[config.mk]
export PLATFORM = sky130hd
export DESIGN_NAME = exu_top
export DESIGN_NICKNAME = d
export VERILOG_FILES = /design/src/verilog/exu_pkg.sv /design/src/verilog/exu_ifs.sv /design/src/verilog/alu.sv /design/src/verilog/execute_stage.sv /design/src/verilog/exu_top.sv /design/src/verilog/inst_decode.sv /design/src/verilog/load_store_unit.sv /design/src/verilog/writeback_regfile.sv
export SDC_FILE = /design/constraint.sdc
export NUM_CORES = 2
export LEC_CHECK = 0
export BUFFER_PORTS_ARGS = -buffer_cell sky130_fd_sc_hd__buf_2
export CORE_MARGIN = 2
export CORE_UTILIZATION = 50
export DETAILED_ROUTE_END_ITERATION = 10
export PLACE_DENSITY = 0.77
export SYNTH_ARGS = -nofsm -noshare
export SYNTH_HDL_FRONTEND = slang
export SYNTH_SLANG_ARGS = --single-unit
[constraint.sdc]
create_clock -name clock -period 14.8 [get_ports clock]
set_input_delay 2.22 -clock clock [delete_from_list [all_inputs] [get_ports clock]]
set_output_delay 2.22 -clock clock [all_outputs]
set_load 0.005 [all_outputs]
[src/verilog/exu_pkg.sv]
package exu_pkg;

  localparam int DEFAULT_NUM_REGS = 32;

  typedef enum logic [3:0] {
    alu_add,
    alu_sub,
    alu_sll,
    alu_slt,
    alu_sltu,
    alu_xor,
    alu_srl,
    alu_sra,
    alu_or,
    alu_and,
    alu_pass_b
  } alu_op_e;

  // control transfer kind, br_none for plain ops
  typedef enum logic [3:0] {
    br_none,
    br_beq,
    br_bne,
    br_blt,
    br_bge,
    br_bltu,
    br_bgeu,
    br_jal,
    br_jalr
  } branch_e;

  typedef enum logic [1:0] {
    mem_none,
    mem_load,
    mem_store
  } mem_e;

  typedef enum logic [1:0] {
    lsu_idle,
    lsu_request,
    lsu_wait_resp
  } lsu_state_e;

  typedef struct packed {
    alu_op_e     alu_op;
    logic        src_a_pc;
    logic        src_b_imm;
    branch_e     branch;
    mem_e        mem;
    logic [4:0]  rd;
    logic [31:0] pc;
    logic [31:0] rs1_val;
    logic [31:0] rs2_val;
    logic [31:0] imm;
  } uop_t;

endpackage

[src/verilog/exu_ifs.sv]
interface uop_if;
  logic          valid;
  logic          ready;
  exu_pkg::uop_t uop;
  modport source (output valid, output uop, input ready);
  modport sink (input valid, input uop, output ready);
endinterface

interface result_if;
  logic        valid;
  logic        ready;
  logic [4:0]  rd;
  logic [31:0] data;
  modport source (output valid, output rd, output data, input ready);
  modport sink (input valid, input rd, input data, output ready);
endinterface

// combinational register read
interface reg_read_if;
  logic [4:0]  rs1;
  logic [4:0]  rs2;
  logic [31:0] rs1_val;
  logic [31:0] rs2_val;
  modport requester (output rs1, output rs2, input rs1_val, input rs2_val);
  modport responder (input rs1, input rs2, output rs1_val, output rs2_val);
endinterface

interface mem_if;
  logic        req_valid;
  logic        req_ready;
  logic        write;
  logic [31:0] addr;
  logic [31:0] wdata;
  logic        resp_valid;
  logic [31:0] rdata;
  modport source (output req_valid, output write, output addr, output wdata,
                  input req_ready, input resp_valid, input rdata);
endinterface

[src/verilog/alu.sv]
module alu (
  input  logic [31:0]      a,
  input  logic [31:0]      b,
  input  exu_pkg::alu_op_e op,
  input  exu_pkg::branch_e branch,
  output logic [31:0]      result,
  output logic             cond_true
);

  logic [32:0] diff;
  logic        eq;
  logic        lt_u;
  logic        lt_s;

  // one subtract serves sub, slt, sltu and all compares
  assign diff = {1'b0, a} - {1'b0, b};
  assign eq = (diff[31:0] == 32'd0);
  assign lt_u = diff[32];
  assign lt_s = (a[31] ^ b[31]) ? a[31] : diff[31];

  always_comb begin
    case (op)
      exu_pkg::alu_sub:    result = diff[31:0];
      exu_pkg::alu_sll:    result = a << b[4:0];
      exu_pkg::alu_slt:    result = {31'd0, lt_s};
      exu_pkg::alu_sltu:   result = {31'd0, lt_u};
      exu_pkg::alu_xor:    result = a ^ b;
      exu_pkg::alu_srl:    result = a >> b[4:0];
      exu_pkg::alu_sra:    result = $signed(a) >>> b[4:0];
      exu_pkg::alu_or:     result = a | b;
      exu_pkg::alu_and:    result = a & b;
      exu_pkg::alu_pass_b: result = b;
      default:             result = a + b;
    endcase
  end

  always_comb begin
    case (branch)
      exu_pkg::br_beq:  cond_true = eq;
      exu_pkg::br_bne:  cond_true = !eq;
      exu_pkg::br_blt:  cond_true = lt_s;
      exu_pkg::br_bge:  cond_true = !lt_s;
      exu_pkg::br_bltu: cond_true = lt_u;
      exu_pkg::br_bgeu: cond_true = !lt_u;
      exu_pkg::br_jal, exu_pkg::br_jalr: cond_true = 1'b1;
      default:          cond_true = 1'b0;
    endcase
  end

endmodule

[src/verilog/execute_stage.sv]
module execute_stage (
  input  logic        clock,
  input  logic        reset,
  uop_if.sink         uop_in,
  result_if.source    result_out,
  mem_if.source       mem,
  output logic        redirect_valid,
  output logic [31:0] redirect_pc,
  output logic [4:0]  busy_rd,
  output logic        busy_valid
);

  logic          ex_valid;
  logic          fresh;
  exu_pkg::uop_t ex_uop;
  logic          accept;
  logic          is_mem;
  logic          is_jump;
  logic          op_done;
  logic          finish;
  logic [31:0]   alu_a;
  logic [31:0]   alu_b;
  logic [31:0]   alu_result;
  logic          cond_true;
  logic [31:0]   link;
  logic [31:0]   target;
  logic          lsu_done;
  logic [31:0]   lsu_rdata;

  assign accept = uop_in.valid && uop_in.ready;

  always_ff @(posedge clock) begin
    if (reset) begin
      ex_valid <= 1'b0;
      fresh    <= 1'b0;
    end else begin
      // first cycle of a held op, used to start the lsu once
      fresh <= accept;
      if (accept) begin
        ex_valid <= 1'b1;
      end else if (finish) begin
        ex_valid <= 1'b0;
      end
    end
  end

  always_ff @(posedge clock) begin
    if (accept) begin
      ex_uop <= uop_in.uop;
    end
  end

  assign alu_a = ex_uop.src_a_pc ? ex_uop.pc : ex_uop.rs1_val;
  assign alu_b = ex_uop.src_b_imm ? ex_uop.imm : ex_uop.rs2_val;

  alu u_alu (
    .a         (alu_a),
    .b         (alu_b),
    .op        (ex_uop.alu_op),
    .branch    (ex_uop.branch),
    .result    (alu_result),
    .cond_true (cond_true)
  );

  assign is_mem = (ex_uop.mem != exu_pkg::mem_none);

  load_store_unit u_lsu (
    .clock    (clock),
    .reset    (reset),
    .start    (ex_valid && fresh && is_mem),
    .is_store (ex_uop.mem == exu_pkg::mem_store),
    .addr     (alu_result),
    .wdata    (ex_uop.rs2_val),
    .done     (lsu_done),
    .rdata    (lsu_rdata),
    .mem      (mem)
  );

  // lsu done is stale in the start cycle
  assign op_done = is_mem ? (lsu_done && !fresh) : 1'b1;

  assign result_out.valid = ex_valid && op_done && (ex_uop.rd != 5'd0);
  assign finish = ex_valid && op_done && ((ex_uop.rd == 5'd0) || result_out.ready);

  assign is_jump = (ex_uop.branch == exu_pkg::br_jal) || (ex_uop.branch == exu_pkg::br_jalr);
  assign link = ex_uop.pc + 32'd4;
  assign target = ((ex_uop.branch == exu_pkg::br_jalr) ? ex_uop.rs1_val : ex_uop.pc) +
                  ex_uop.imm;

  assign result_out.rd = ex_uop.rd;
  always_comb begin
    if (ex_uop.mem == exu_pkg::mem_load) begin
      result_out.data = lsu_rdata;
    end else if (is_jump) begin
      result_out.data = link;
    end else begin
      result_out.data = alu_result;
    end
  end

  // predict not taken, so any taken transfer redirects
  assign redirect_valid = finish && cond_true;
  assign redirect_pc = {target[31:1], 1'b0};

  assign uop_in.ready = !ex_valid || (finish && !redirect_valid);

  assign busy_rd = ex_uop.rd;
  assign busy_valid = ex_valid && (ex_uop.rd != 5'd0);

  assert property (@(posedge clock) disable iff (reset)
    redirect_valid |=> !redirect_valid);

endmodule

[src/verilog/exu_top.sv]
module exu_top #(
  parameter int num_regs = exu_pkg::DEFAULT_NUM_REGS
) (
  input  logic        clock,
  input  logic        reset,
  input  logic        in_valid,
  output logic        in_ready,
  input  logic [31:0] in_pc,
  input  logic [31:0] in_inst,
  output logic        redirect_valid,
  output logic [31:0] redirect_pc,
  output logic        mem_req_valid,
  input  logic        mem_req_ready,
  output logic        mem_write,
  output logic [31:0] mem_addr,
  output logic [31:0] mem_wdata,
  input  logic        mem_resp_valid,
  input  logic [31:0] mem_rdata,
  output logic        wb_valid,
  input  logic        wb_ready,
  output logic [4:0]  wb_rd,
  output logic [31:0] wb_data
);

  uop_if      uop_link ();
  result_if   result_link ();
  reg_read_if reg_link ();
  mem_if      mem_link ();

  logic [4:0] busy_rd;
  logic       busy_valid;

  inst_decode #(.num_regs(num_regs)) u_decode (
    .clock      (clock),
    .reset      (reset),
    .in_valid   (in_valid),
    .in_ready   (in_ready),
    .in_pc      (in_pc),
    .in_inst    (in_inst),
    .flush      (redirect_valid),
    .busy_rd    (busy_rd),
    .busy_valid (busy_valid),
    .rd_port    (reg_link),
    .uop_out    (uop_link)
  );

  execute_stage u_execute (
    .clock          (clock),
    .reset          (reset),
    .uop_in         (uop_link),
    .result_out     (result_link),
    .mem            (mem_link),
    .redirect_valid (redirect_valid),
    .redirect_pc    (redirect_pc),
    .busy_rd        (busy_rd),
    .busy_valid     (busy_valid)
  );

  writeback_regfile #(.num_regs(num_regs)) u_writeback (
    .clock     (clock),
    .reset     (reset),
    .result_in (result_link),
    .rd_port   (reg_link),
    .wb_valid  (wb_valid),
    .wb_ready  (wb_ready),
    .wb_rd     (wb_rd),
    .wb_data   (wb_data)
  );

  assign mem_req_valid = mem_link.req_valid;
  assign mem_write = mem_link.write;
  assign mem_addr = mem_link.addr;
  assign mem_wdata = mem_link.wdata;
  assign mem_link.req_ready = mem_req_ready;
  assign mem_link.resp_valid = mem_resp_valid;
  assign mem_link.rdata = mem_rdata;

endmodule

[src/verilog/inst_decode.sv]
module inst_decode #(
  parameter int num_regs = 32
) (
  input  logic        clock,
  input  logic        reset,
  input  logic        in_valid,
  output logic        in_ready,
  input  logic [31:0] in_pc,
  input  logic [31:0] in_inst,
  input  logic        flush,
  input  logic [4:0]  busy_rd,
  input  logic        busy_valid,
  reg_read_if.requester rd_port,
  uop_if.source       uop_out
);

  logic        dec_valid;
  logic [31:0] pc_q;
  logic [31:0] inst_q;
  logic [2:0]  f3;
  logic [4:0]  rd_field;
  logic        writes_rd;
  logic        stall;
  exu_pkg::uop_t uop;

  function automatic exu_pkg::alu_op_e alu_sel(input logic [2:0] funct3, input logic f7b5,
                                               input logic is_reg);
    case (funct3)
      3'b000:  alu_sel = (is_reg && f7b5) ? exu_pkg::alu_sub : exu_pkg::alu_add;
      3'b001:  alu_sel = exu_pkg::alu_sll;
      3'b010:  alu_sel = exu_pkg::alu_slt;
      3'b011:  alu_sel = exu_pkg::alu_sltu;
      3'b100:  alu_sel = exu_pkg::alu_xor;
      3'b110:  alu_sel = exu_pkg::alu_or;
      3'b111:  alu_sel = exu_pkg::alu_and;
      default: alu_sel = f7b5 ? exu_pkg::alu_sra : exu_pkg::alu_srl;
    endcase
  endfunction

  always_ff @(posedge clock) begin
    if (reset || flush) begin
      dec_valid <= 1'b0;
    end else if (in_valid && in_ready) begin
      dec_valid <= 1'b1;
    end else if (uop_out.valid && uop_out.ready) begin
      dec_valid <= 1'b0;
    end
  end

  always_ff @(posedge clock) begin
    if (in_valid && in_ready) begin
      pc_q   <= in_pc;
      inst_q <= in_inst;
    end
  end

  assign f3 = inst_q[14:12];
  assign rd_field = inst_q[11:7];
  assign rd_port.rs1 = inst_q[19:15];
  assign rd_port.rs2 = inst_q[24:20];

  always_comb begin
    uop = '0;
    writes_rd = 1'b0;
    uop.pc = pc_q;
    uop.rs1_val = rd_port.rs1_val;
    uop.rs2_val = rd_port.rs2_val;
    uop.imm = {{20{inst_q[31]}}, inst_q[31:20]};
    case (inst_q[6:0])
      7'b0110111, 7'b0010111: begin
        uop.alu_op = (inst_q[5]) ? exu_pkg::alu_pass_b : exu_pkg::alu_add;
        uop.src_a_pc = ~inst_q[5];
        uop.src_b_imm = 1'b1;
        uop.imm = {inst_q[31:12], 12'b0};
        writes_rd = 1'b1;
      end
      7'b1101111: begin
        uop.branch = exu_pkg::br_jal;
        uop.imm = {{11{inst_q[31]}}, inst_q[31], inst_q[19:12], inst_q[20],
                   inst_q[30:21], 1'b0};
        writes_rd = 1'b1;
      end
      7'b1100111: begin
        uop.branch = exu_pkg::br_jalr;
        writes_rd = 1'b1;
      end
      7'b1100011: begin
        uop.alu_op = exu_pkg::alu_sub;
        uop.imm = {{19{inst_q[31]}}, inst_q[31], inst_q[7], inst_q[30:25],
                   inst_q[11:8], 1'b0};
        case (f3)
          3'b000:  uop.branch = exu_pkg::br_beq;
          3'b001:  uop.branch = exu_pkg::br_bne;
          3'b100:  uop.branch = exu_pkg::br_blt;
          3'b101:  uop.branch = exu_pkg::br_bge;
          3'b110:  uop.branch = exu_pkg::br_bltu;
          3'b111:  uop.branch = exu_pkg::br_bgeu;
          default: uop.branch = exu_pkg::br_none;
        endcase
      end
      7'b0000011, 7'b0100011: begin
        // word access only, address is rs1 + imm
        uop.alu_op = exu_pkg::alu_add;
        uop.src_b_imm = 1'b1;
        uop.mem = inst_q[5] ? exu_pkg::mem_store : exu_pkg::mem_load;
        if (inst_q[5]) begin
          uop.imm = {{20{inst_q[31]}}, inst_q[31:25], inst_q[11:7]};
        end
        writes_rd = ~inst_q[5];
      end
      7'b0010011, 7'b0110011: begin
        uop.alu_op = alu_sel(f3, inst_q[30], inst_q[5]);
        uop.src_b_imm = ~inst_q[5];
        writes_rd = 1'b1;
      end
      default: ;
    endcase
    // RV32E has no registers above num_regs
    uop.rd = (writes_rd && rd_field < num_regs) ? rd_field : 5'd0;
  end

  // hold back while execute still owns a source register
  assign stall = busy_valid &&
                 ((rd_port.rs1 != 5'd0 && rd_port.rs1 == busy_rd) ||
                  (rd_port.rs2 != 5'd0 && rd_port.rs2 == busy_rd));

  assign uop_out.valid = dec_valid && !stall;
  assign uop_out.uop = uop;
  assign in_ready = !dec_valid || (uop_out.valid && uop_out.ready);

  // execute keeps its ready low while it redirects
  assert property (@(posedge clock) disable iff (reset)
    flush |-> !(uop_out.valid && uop_out.ready));

endmodule

[src/verilog/load_store_unit.sv]
module load_store_unit (
  input  logic        clock,
  input  logic        reset,
  input  logic        start,
  input  logic        is_store,
  input  logic [31:0] addr,
  input  logic [31:0] wdata,
  output logic        done,
  output logic [31:0] rdata,
  mem_if.source       mem
);

  exu_pkg::lsu_state_e state;
  logic                store_q;
  logic [31:0]         addr_q;
  logic [31:0]         wdata_q;

  always_ff @(posedge clock) begin
    if (reset) begin
      state <= exu_pkg::lsu_idle;
      done  <= 1'b0;
    end else begin
      case (state)
        exu_pkg::lsu_idle: begin
          if (start) begin
            state <= exu_pkg::lsu_request;
            done  <= 1'b0;
          end
        end
        exu_pkg::lsu_request: begin
          if (mem.req_ready) begin
            // stores finish as soon as the request is taken
            state <= store_q ? exu_pkg::lsu_idle : exu_pkg::lsu_wait_resp;
            done  <= store_q;
          end
        end
        exu_pkg::lsu_wait_resp: begin
          if (mem.resp_valid) begin
            state <= exu_pkg::lsu_idle;
            done  <= 1'b1;
          end
        end
        default: state <= exu_pkg::lsu_idle;
      endcase
    end
  end

  always_ff @(posedge clock) begin
    if (state == exu_pkg::lsu_idle && start) begin
      store_q <= is_store;
      addr_q  <= addr;
      wdata_q <= wdata;
    end
    if (state == exu_pkg::lsu_wait_resp && mem.resp_valid) begin
      rdata <= mem.rdata;
    end
  end

  assign mem.req_valid = (state == exu_pkg::lsu_request);
  assign mem.write = store_q;
  assign mem.addr = addr_q;
  assign mem.wdata = wdata_q;

  // the memory answers only loads that were issued
  assert property (@(posedge clock) disable iff (reset)
    (state == exu_pkg::lsu_idle) |-> !mem.resp_valid);

endmodule

[src/verilog/writeback_regfile.sv]
module writeback_regfile #(
  parameter int num_regs = 32
) (
  input  logic          clock,
  input  logic          reset,
  result_if.sink        result_in,
  reg_read_if.responder rd_port,
  output logic          wb_valid,
  input  logic          wb_ready,
  output logic [4:0]    wb_rd,
  output logic [31:0]   wb_data
);

  logic [31:0] regs [num_regs];
  logic        xfer;

  assign result_in.ready = !wb_valid || wb_ready;
  assign xfer = result_in.valid && result_in.ready;

  // x0 is never stored
  always_ff @(posedge clock) begin
    if (xfer && result_in.rd != 5'd0 && result_in.rd < num_regs) begin
      regs[result_in.rd] <= result_in.data;
    end
  end

  assign rd_port.rs1_val = (rd_port.rs1 != 5'd0 && rd_port.rs1 < num_regs) ?
                           regs[rd_port.rs1] : 32'd0;
  assign rd_port.rs2_val = (rd_port.rs2 != 5'd0 && rd_port.rs2 < num_regs) ?
                           regs[rd_port.rs2] : 32'd0;

  // one entry commit register
  always_ff @(posedge clock) begin
    if (reset) begin
      wb_valid <= 1'b0;
    end else if (xfer) begin
      wb_valid <= 1'b1;
    end else if (wb_ready) begin
      wb_valid <= 1'b0;
    end
  end

  always_ff @(posedge clock) begin
    if (xfer) begin
      wb_rd   <= result_in.rd;
      wb_data <= result_in.data;
    end
  end

endmodule
# ---- After elaboration in Yosys (flattened, before gate mapping)
# Memories as Yosys holds them, arrays and structs flattened. A register that Yosys moved wholly into a read port is not among the register bits.
# Index checks and enable logic that the tools add are counted.
dict set report classes {
  add_sub_neg 4
  reduce_logical 58
  shifts 3
  mux 38
  bitwise 5
  n_eq_ne 43
}
# op count
set op_table {}
lappend op_table {{32-bit one-hot mux with 10 select lines} 1}
lappend op_table {{32-bit 2-to-1 mux} 5}
lappend op_table {{31-bit one-hot mux with 4 select lines} 1}
lappend op_table {{32-bit adder} 2}
lappend op_table {{32-bit by 32-bit subtractor with 33-bit output} 1}
lappend op_table {{32-bit by 3-bit adder with 32-bit output, second input constant} 1}
lappend op_table {{32-bit bitwise AND} 1}
lappend op_table {{4-bit by 3-bit == test with 1-bit output, second input constant} 8}
lappend op_table {{32-bit zero test} 1}
lappend op_table {{32-bit OR} 1}
lappend op_table {{32-bit by 5-bit left shift with 32-bit output} 1}
lappend op_table {{32-bit by 5-bit right shift with 32-bit output} 1}
lappend op_table {{32-bit by 5-bit >>> shifter with 32-bit output} 1}
lappend op_table {{32-bit XOR} 1}
lappend op_table {{4-bit one-hot mux with 7 select lines} 1}
lappend op_table {{4-bit one-hot mux with 3 select lines} 2}
lappend op_table {{7-bit by 6-bit == test with 1-bit output, second input constant} 3}
lappend op_table {{7-bit == test, second input constant} 3}
lappend op_table {{1-bit logical AND} 20}
lappend op_table {{3-bit one-hot mux with 6 select lines} 1}
lappend op_table {{4-bit by 2-bit == test with 1-bit output, second input constant} 4}
lappend op_table {{4-bit == test, second input constant} 4}
lappend op_table {{1-bit 2-to-1 mux} 15}
lappend op_table {{5-bit nonzero test} 3}
lappend op_table {{32 further kinds} 69}
dict set report totals {
  mem_bits_rw 1024
  elab_cells 174
  ff_bits 286
  out_inout_bits 138
  n_memories 1
  inputBits 102
}
# name words width read_ports rd_clocked_by_memory_dff wr line_no
set mem_list {}
lappend mem_list {u_writeback.regs 32 32 2 2 1 writeback_regfile.sv:14} ;# logic [31:0] regs [num_regs];

# ---- Depth between registers and ports, before layout
dict set report logic_depth {
  ltp_word 13
  depth_mapped 30
  ltp_nobuf 26
}

# ---- Hierarchy
# A second synthesis with hierarchy kept.
dict set report hier_totals {
  cells_unflattened 5158
  hier_area_um2 73035.0
}
# module instances cells_each seq_area_each_um2 area_each_um2
set by_module_without_submodules {}
lappend by_module_without_submodules {writeback_regfile 1 2607 31880.6 49115.9}
lappend by_module_without_submodules {alu 1 1388 0.0 8664.6}
lappend by_module_without_submodules {execute_stage 1 756 4394.2 8658.3}
lappend by_module_without_submodules {inst_decode 1 282 1941.9 3390.8}
lappend by_module_without_submodules {load_store_unit 1 125 2972.9 3205.6}

# ---- Worst setup path before layout
# No wires, ideal clock.
dict set report synth_timing {
  kind {register -> register}
  start {reg u_execute.ex_uop[139] in the netlist's numbering}
  end {reg u_execute.ex_uop (netlist bit u_execute.busy_rd[0]) (enable)}
  setup_time_ns 0.666
  period_less_slack_ns 13.157
  n_path_buf 5
  t_arrival_ns 12.492
  stages_incl_launch_ff 31
  path_slack_ns 1.643
  required_time_ns 14.134
  path_cell_list {edfxtp_1 > buf_2 > buf_2 > mux2i_1 > clkbuf_1 > buf_1 > buf_1 > ha_1 > nand2b_1 > a21oi_2 > or4_4 > nand4b_2 > nand3b_2 > a21oi_1 > o21ai_0 > a21oi_1 > o21bai_1 > a21oi_1 > fa_1 > inv_1 > a2111oi_0 > nand4_1 > nor4_1 > nand4_1 > nor4b_1 > nand4_1 > nor4_1 > nand4_1 > mux2i_1 > a31oi_1 > nor2b_1}
}
dict set report synth_between {
  elab_chain_cells 10
  elab_cells_between_ends 14
  cone_classes {1 x add/sub; 3 x mux; 1 x bitwise; 9 x reduce/logical}
}
# element line_no
set synth_rtl {}
lappend synth_rtl {{from (decl)} execute_stage.sv:15} ;# exu_pkg::uop_t ex_uop;
lappend synth_rtl {{from (signal assigned)} execute_stage.sv:49} ;# ex_uop <= uop_in.uop;
lappend synth_rtl {{32-bit 2-to-1 mux *} execute_stage.sv:54} ;# assign alu_b = ex_uop.src_b_imm ? ex_uop.imm : ex_uop.rs2_val;
lappend synth_rtl {{32-bit by 32-bit subtractor with 33-bit output or 1-bit XOR (tied branches)} {alu.sv:16, alu.sv:19}}
lappend synth_rtl {{32-bit zero test or 1-bit 2-to-1 mux (tied branches)} {alu.sv:17, alu.sv:19}}
lappend synth_rtl {{1-bit zero test (on tied branches)} {alu.sv:40, alu.sv:42}}
lappend synth_rtl {{1-bit one-hot mux with 7 select lines *} alu.sv:38} ;# case (branch)
lappend synth_rtl {{1-bit logical AND *} execute_stage.sv:102} ;# assign redirect_valid = finish && cond_true;
lappend synth_rtl {{1-bit zero test *} execute_stage.sv:105} ;# assign uop_in.ready = !ex_valid || (finish && !redirect_valid);
lappend synth_rtl {{1-bit logical AND *} execute_stage.sv:105}
lappend synth_rtl {{1-bit logical OR *} execute_stage.sv:105}
lappend synth_rtl {{1-bit logical AND *} execute_stage.sv:30} ;# assign accept = uop_in.valid && uop_in.ready;
lappend synth_rtl {{via u_execute.accept} execute_stage.sv:16} ;# logic accept;
# The timed path passes the listed nets; every way through them passes the cells marked *.
# A chain may end at the register's enable or synchronous reset.

# ---- Worst setup path after layout
dict set report layout_timing {
  start {reg u_execute.ex_uop[139] in the netlist's numbering}
  end {out in_ready}
}
dict set report layout_between {
  elab_chain_cells 11
  elab_cells_between_ends 15
  cone_classes {1 x add/sub; 3 x mux; 1 x bitwise; 10 x reduce/logical}
}
# element line_no
set layout_rtl {}
lappend layout_rtl {{32-bit 2-to-1 mux *} execute_stage.sv:54}
lappend layout_rtl {{32-bit by 32-bit subtractor with 33-bit output or 1-bit XOR (tied branches)} {alu.sv:16, alu.sv:19}}
lappend layout_rtl {{32-bit zero test or 1-bit 2-to-1 mux (tied branches)} {alu.sv:17, alu.sv:19}}
lappend layout_rtl {{1-bit zero test (on tied branches)} {alu.sv:40, alu.sv:42}}
lappend layout_rtl {{1-bit one-hot mux with 7 select lines *} alu.sv:38}
lappend layout_rtl {{1-bit logical AND *} execute_stage.sv:102}
lappend layout_rtl {{1-bit zero test *} execute_stage.sv:105}
lappend layout_rtl {{1-bit logical AND *} execute_stage.sv:105}
lappend layout_rtl {{1-bit logical OR *} execute_stage.sv:105}
lappend layout_rtl {{1-bit logical AND *} inst_decode.sv:129} ;# assign in_ready = !dec_valid || (uop_out.valid && uop_out.ready);
lappend layout_rtl {{1-bit logical OR *} inst_decode.sv:129}
lappend layout_rtl {{to (decl)} exu_top.sv:7} ;# output logic in_ready,
# Mark *: on every way between the ends. The rest lies on a longest branch, timed or not.

==> metrics.txt <==
Layout Nets 4990; status finished clean; critical path's top delay family simple AND/OR/NAND/NOR gates; actual slew at the worst max-slew pin 1.407 ns; Sink Count 1374; Yosys top cell by area edfxtp_1; largest net degree at the start of global routing 95; Post-DP HPWL 165100 µm; mean number of vias per cell 7.104; Syn Area/Cell 15.79 µm²; Mapped Area 71200 µm²; Critical Path Fanout Max 41; Final Core Density 0.5643; routability cong. 1.009; # hold bufs at CTS 0; WL final 258400 µm; met2 GRT Util 0.5691; Power, Total 0.009833 W; Total GRT Usage 0.3531; post-synth cell types 104; # rows 138; Slew Limit Headroom 0.06205; vias post-DR 48000; Fin Setup TNS 0 ns; RSZ-0062 raised after global routing no; final setup fails 0; Core Area 141400 µm²; HP Class reg2reg; first-pass GRT wire length 360600 µm; leak pwr 26.96 nW; design area 79800 µm²; Ys Warns 0; Peak Freq 85.36 MHz; clock slew at reported path FFs 0.06 ns; Req. time, crit path 12.58 ns; drt first pass iters 8; DRT iter0 DRCs 7192; synthesized flop and latch total 1374; clk_lat worst skew 0.81 ns; Max stage delay on crit path 0.78 ns; antenna cells 0; top_reg_cell synth edfxtp_1; Starting Density 0.5035; Crit path top cell by count nand4_1; # IOs 240; Filler Cells Inserted 10580; Final Worst Setup Slack 3.085 ns; Synth Instances 4510; final hold viol count 0; Worst Skew 0.04167 ns; Setup WS pre-CTS 4.032 ns; root buffer cell clkbuf_16; Critical-path top delay cell mux2i_4; die height 381.4 µm; met3 usage 0.07239; global routing usage on met1 0.4394; Area Overhead vs Synth 12.06%; H-tree Lvls 4; CTS Buffer Depth 3; DRC Markers 0; max cap viols 0; CTS buffer count 144; GRT overflow 0; startpoint types register; GRT Max-Usage Layer met2; Die Wd 381.4 µm; Peak VDD IR 0.1285 mV; async set-reset flop share out of synthesis 0; final-report max-slew violation count 0; Final Cycle Share 0.7915; Final ANT Viol Nets 0; initial antenna violation count 14; crit path capture type output port; DIE AREA 145400 µm²; layout cell share with drive strength beyond 1 0.2877; number of setup buffers added after CTS 0; placed cell area 75130 µm²; Synth top cells by count edfxtp_1, mux4_2, nor2_1; Bufs and invs on worst path 5; PortBufs 238; Power Density 123.2 nW/µm²; post-synth top area share 0.5765; final worst path period need 11.71 ns; sequential element share of the synthesized area 0.5785; WL/cell 38.24 µm; most frequent cell after synthesis edfxtp_1; crit path DAT 9.49 ns; Synth area leaders edfxtp_1, mux4_2, mux2i_1; TritonCTS clock tree done; EDFF count, synth 1367; post_cts resized 0; vias in the first global route 47710; CP Class reg2out
-- placed cells by master, fill, tap and decap left out, types with 111 or more instances in the layout --
cell type,instances
buf_4,129
edfxtp_1,1367
nand2_1,210
inv_1,111
ha_1,132
a21oi_1,208
nor2_1,289
buf_2,238
mux2i_1,193
clkbuf_16,150
mux4_2,640
o21ai_0,152
-- flip-flops by register name, indices dropped and copies added, names as in the netlist --
register	cells
u_decode.dec_valid	1
u_decode.inst_q	32
u_decode.pc_q	32
u_execute.busy_rd	5
u_execute.ex_uop	140
u_execute.ex_valid	1
u_execute.fresh	1
u_execute.u_lsu.done	1
u_execute.u_lsu.mem.addr	32
u_execute.u_lsu.mem.wdata	32
u_execute.u_lsu.mem.write	1
u_execute.u_lsu.rdata	32
u_execute.u_lsu.state	2
u_writeback.regs	1024
u_writeback.wb_data	32
u_writeback.wb_rd	5
u_writeback.wb_valid	1
-- cell type report --
class / count / area, µm² / area share
clock buffers: 179 / 3872 / 0.04853
clock inverters: 82 / 793.3 / 0.009941
flip-flops and latches: 1374 / 41190 / 0.5162
multi-input cells: 2746 / 28940 / 0.3626
inverters: 117 / 439.2 / 0.005504
repair buffers: 369 / 2200 / 0.02757
well taps: 1890 / 2365 / 0.02964
-- per-layer routing --
| metal | vias up | part of all wire |
|---|---|---|
| met5 | - | 0.00022 |
| met4 | 10 | 0.075 |
| met3 | 892 | 0.11 |
| met2 | 3864 | 0.48 |
| met1 | 24420 | 0.34 |
| li1 | 18820 | - |
-- worst paths after layout --
path / endpoint / cells past startpoint / start / slack (ns)
setup / recovery: in_ready / 29 / u_execute.ex_uop[139] / 3.09
hold / removal: u_execute.ex_uop[99] / 0 / u_decode.pc_q[3] / 0.42
setup reg to reg: u_execute.ex_uop[31] / 29 / u_execute.ex_uop[139] / 4.33
hold reg to reg: u_execute.ex_uop[99] / 0 / u_decode.pc_q[3] / 0.42
-- report_power, final --
group          total (W)  switching [W]  leakage, nW  internal (W)
Clock            0.00365        0.00160         2.27       0.00205
Sequential       0.00454      0.0000520         12.5       0.00449
Combinational    0.00164        0.00110         12.2      0.000545
Total            0.00983        0.00275         27.0       0.00709
-- cell families after synthesis --
logic type / count (synthesis) / share of synthesized area
multiplexers: 894 / 0.2394
adder cells (fa/ha/maj): 136 / 0.02432
flip-flops: 1374 / 0.5785
AO/OA/AOI/OAI: 744 / 0.06756
AND/OR/NAND/NOR: 844 / 0.05532
XOR/XNOR: 95 / 0.01169
other: 1 / 0.00005267
buffers and inverters: 422 / 0.02319
-- per-stage QoR --
| stage | hold WS, ns | instances |
|---|---|---|
| 3_3_place_gp | 0.4075 | 6496 |
| 4_1_cts | 0.4232 | 6757 |
| 6_report | 0.4222 | 6757 |
| 3_5_place_dp | 0.4093 | 6496 |
| 5_1_grt | 0.4262 | 6757 |
| 2_1_floorplan | 0.4003 | 4542 |
-- worst register-to-register path, delay by kind of cell (launching register included) --
family / cells / cell delay (ns)
AND/OR/NAND/NOR: 12 / 3.62
buffers and inverters: 5 / 1.90
AO/OA/AOI/OAI: 8 / 1.80
multiplexers: 2 / 1.46
adder cells (fa/ha/maj): 2 / 0.86
flip-flops: 1 / 0.33
Note: power is estimated with default switching activity, not from simulation.
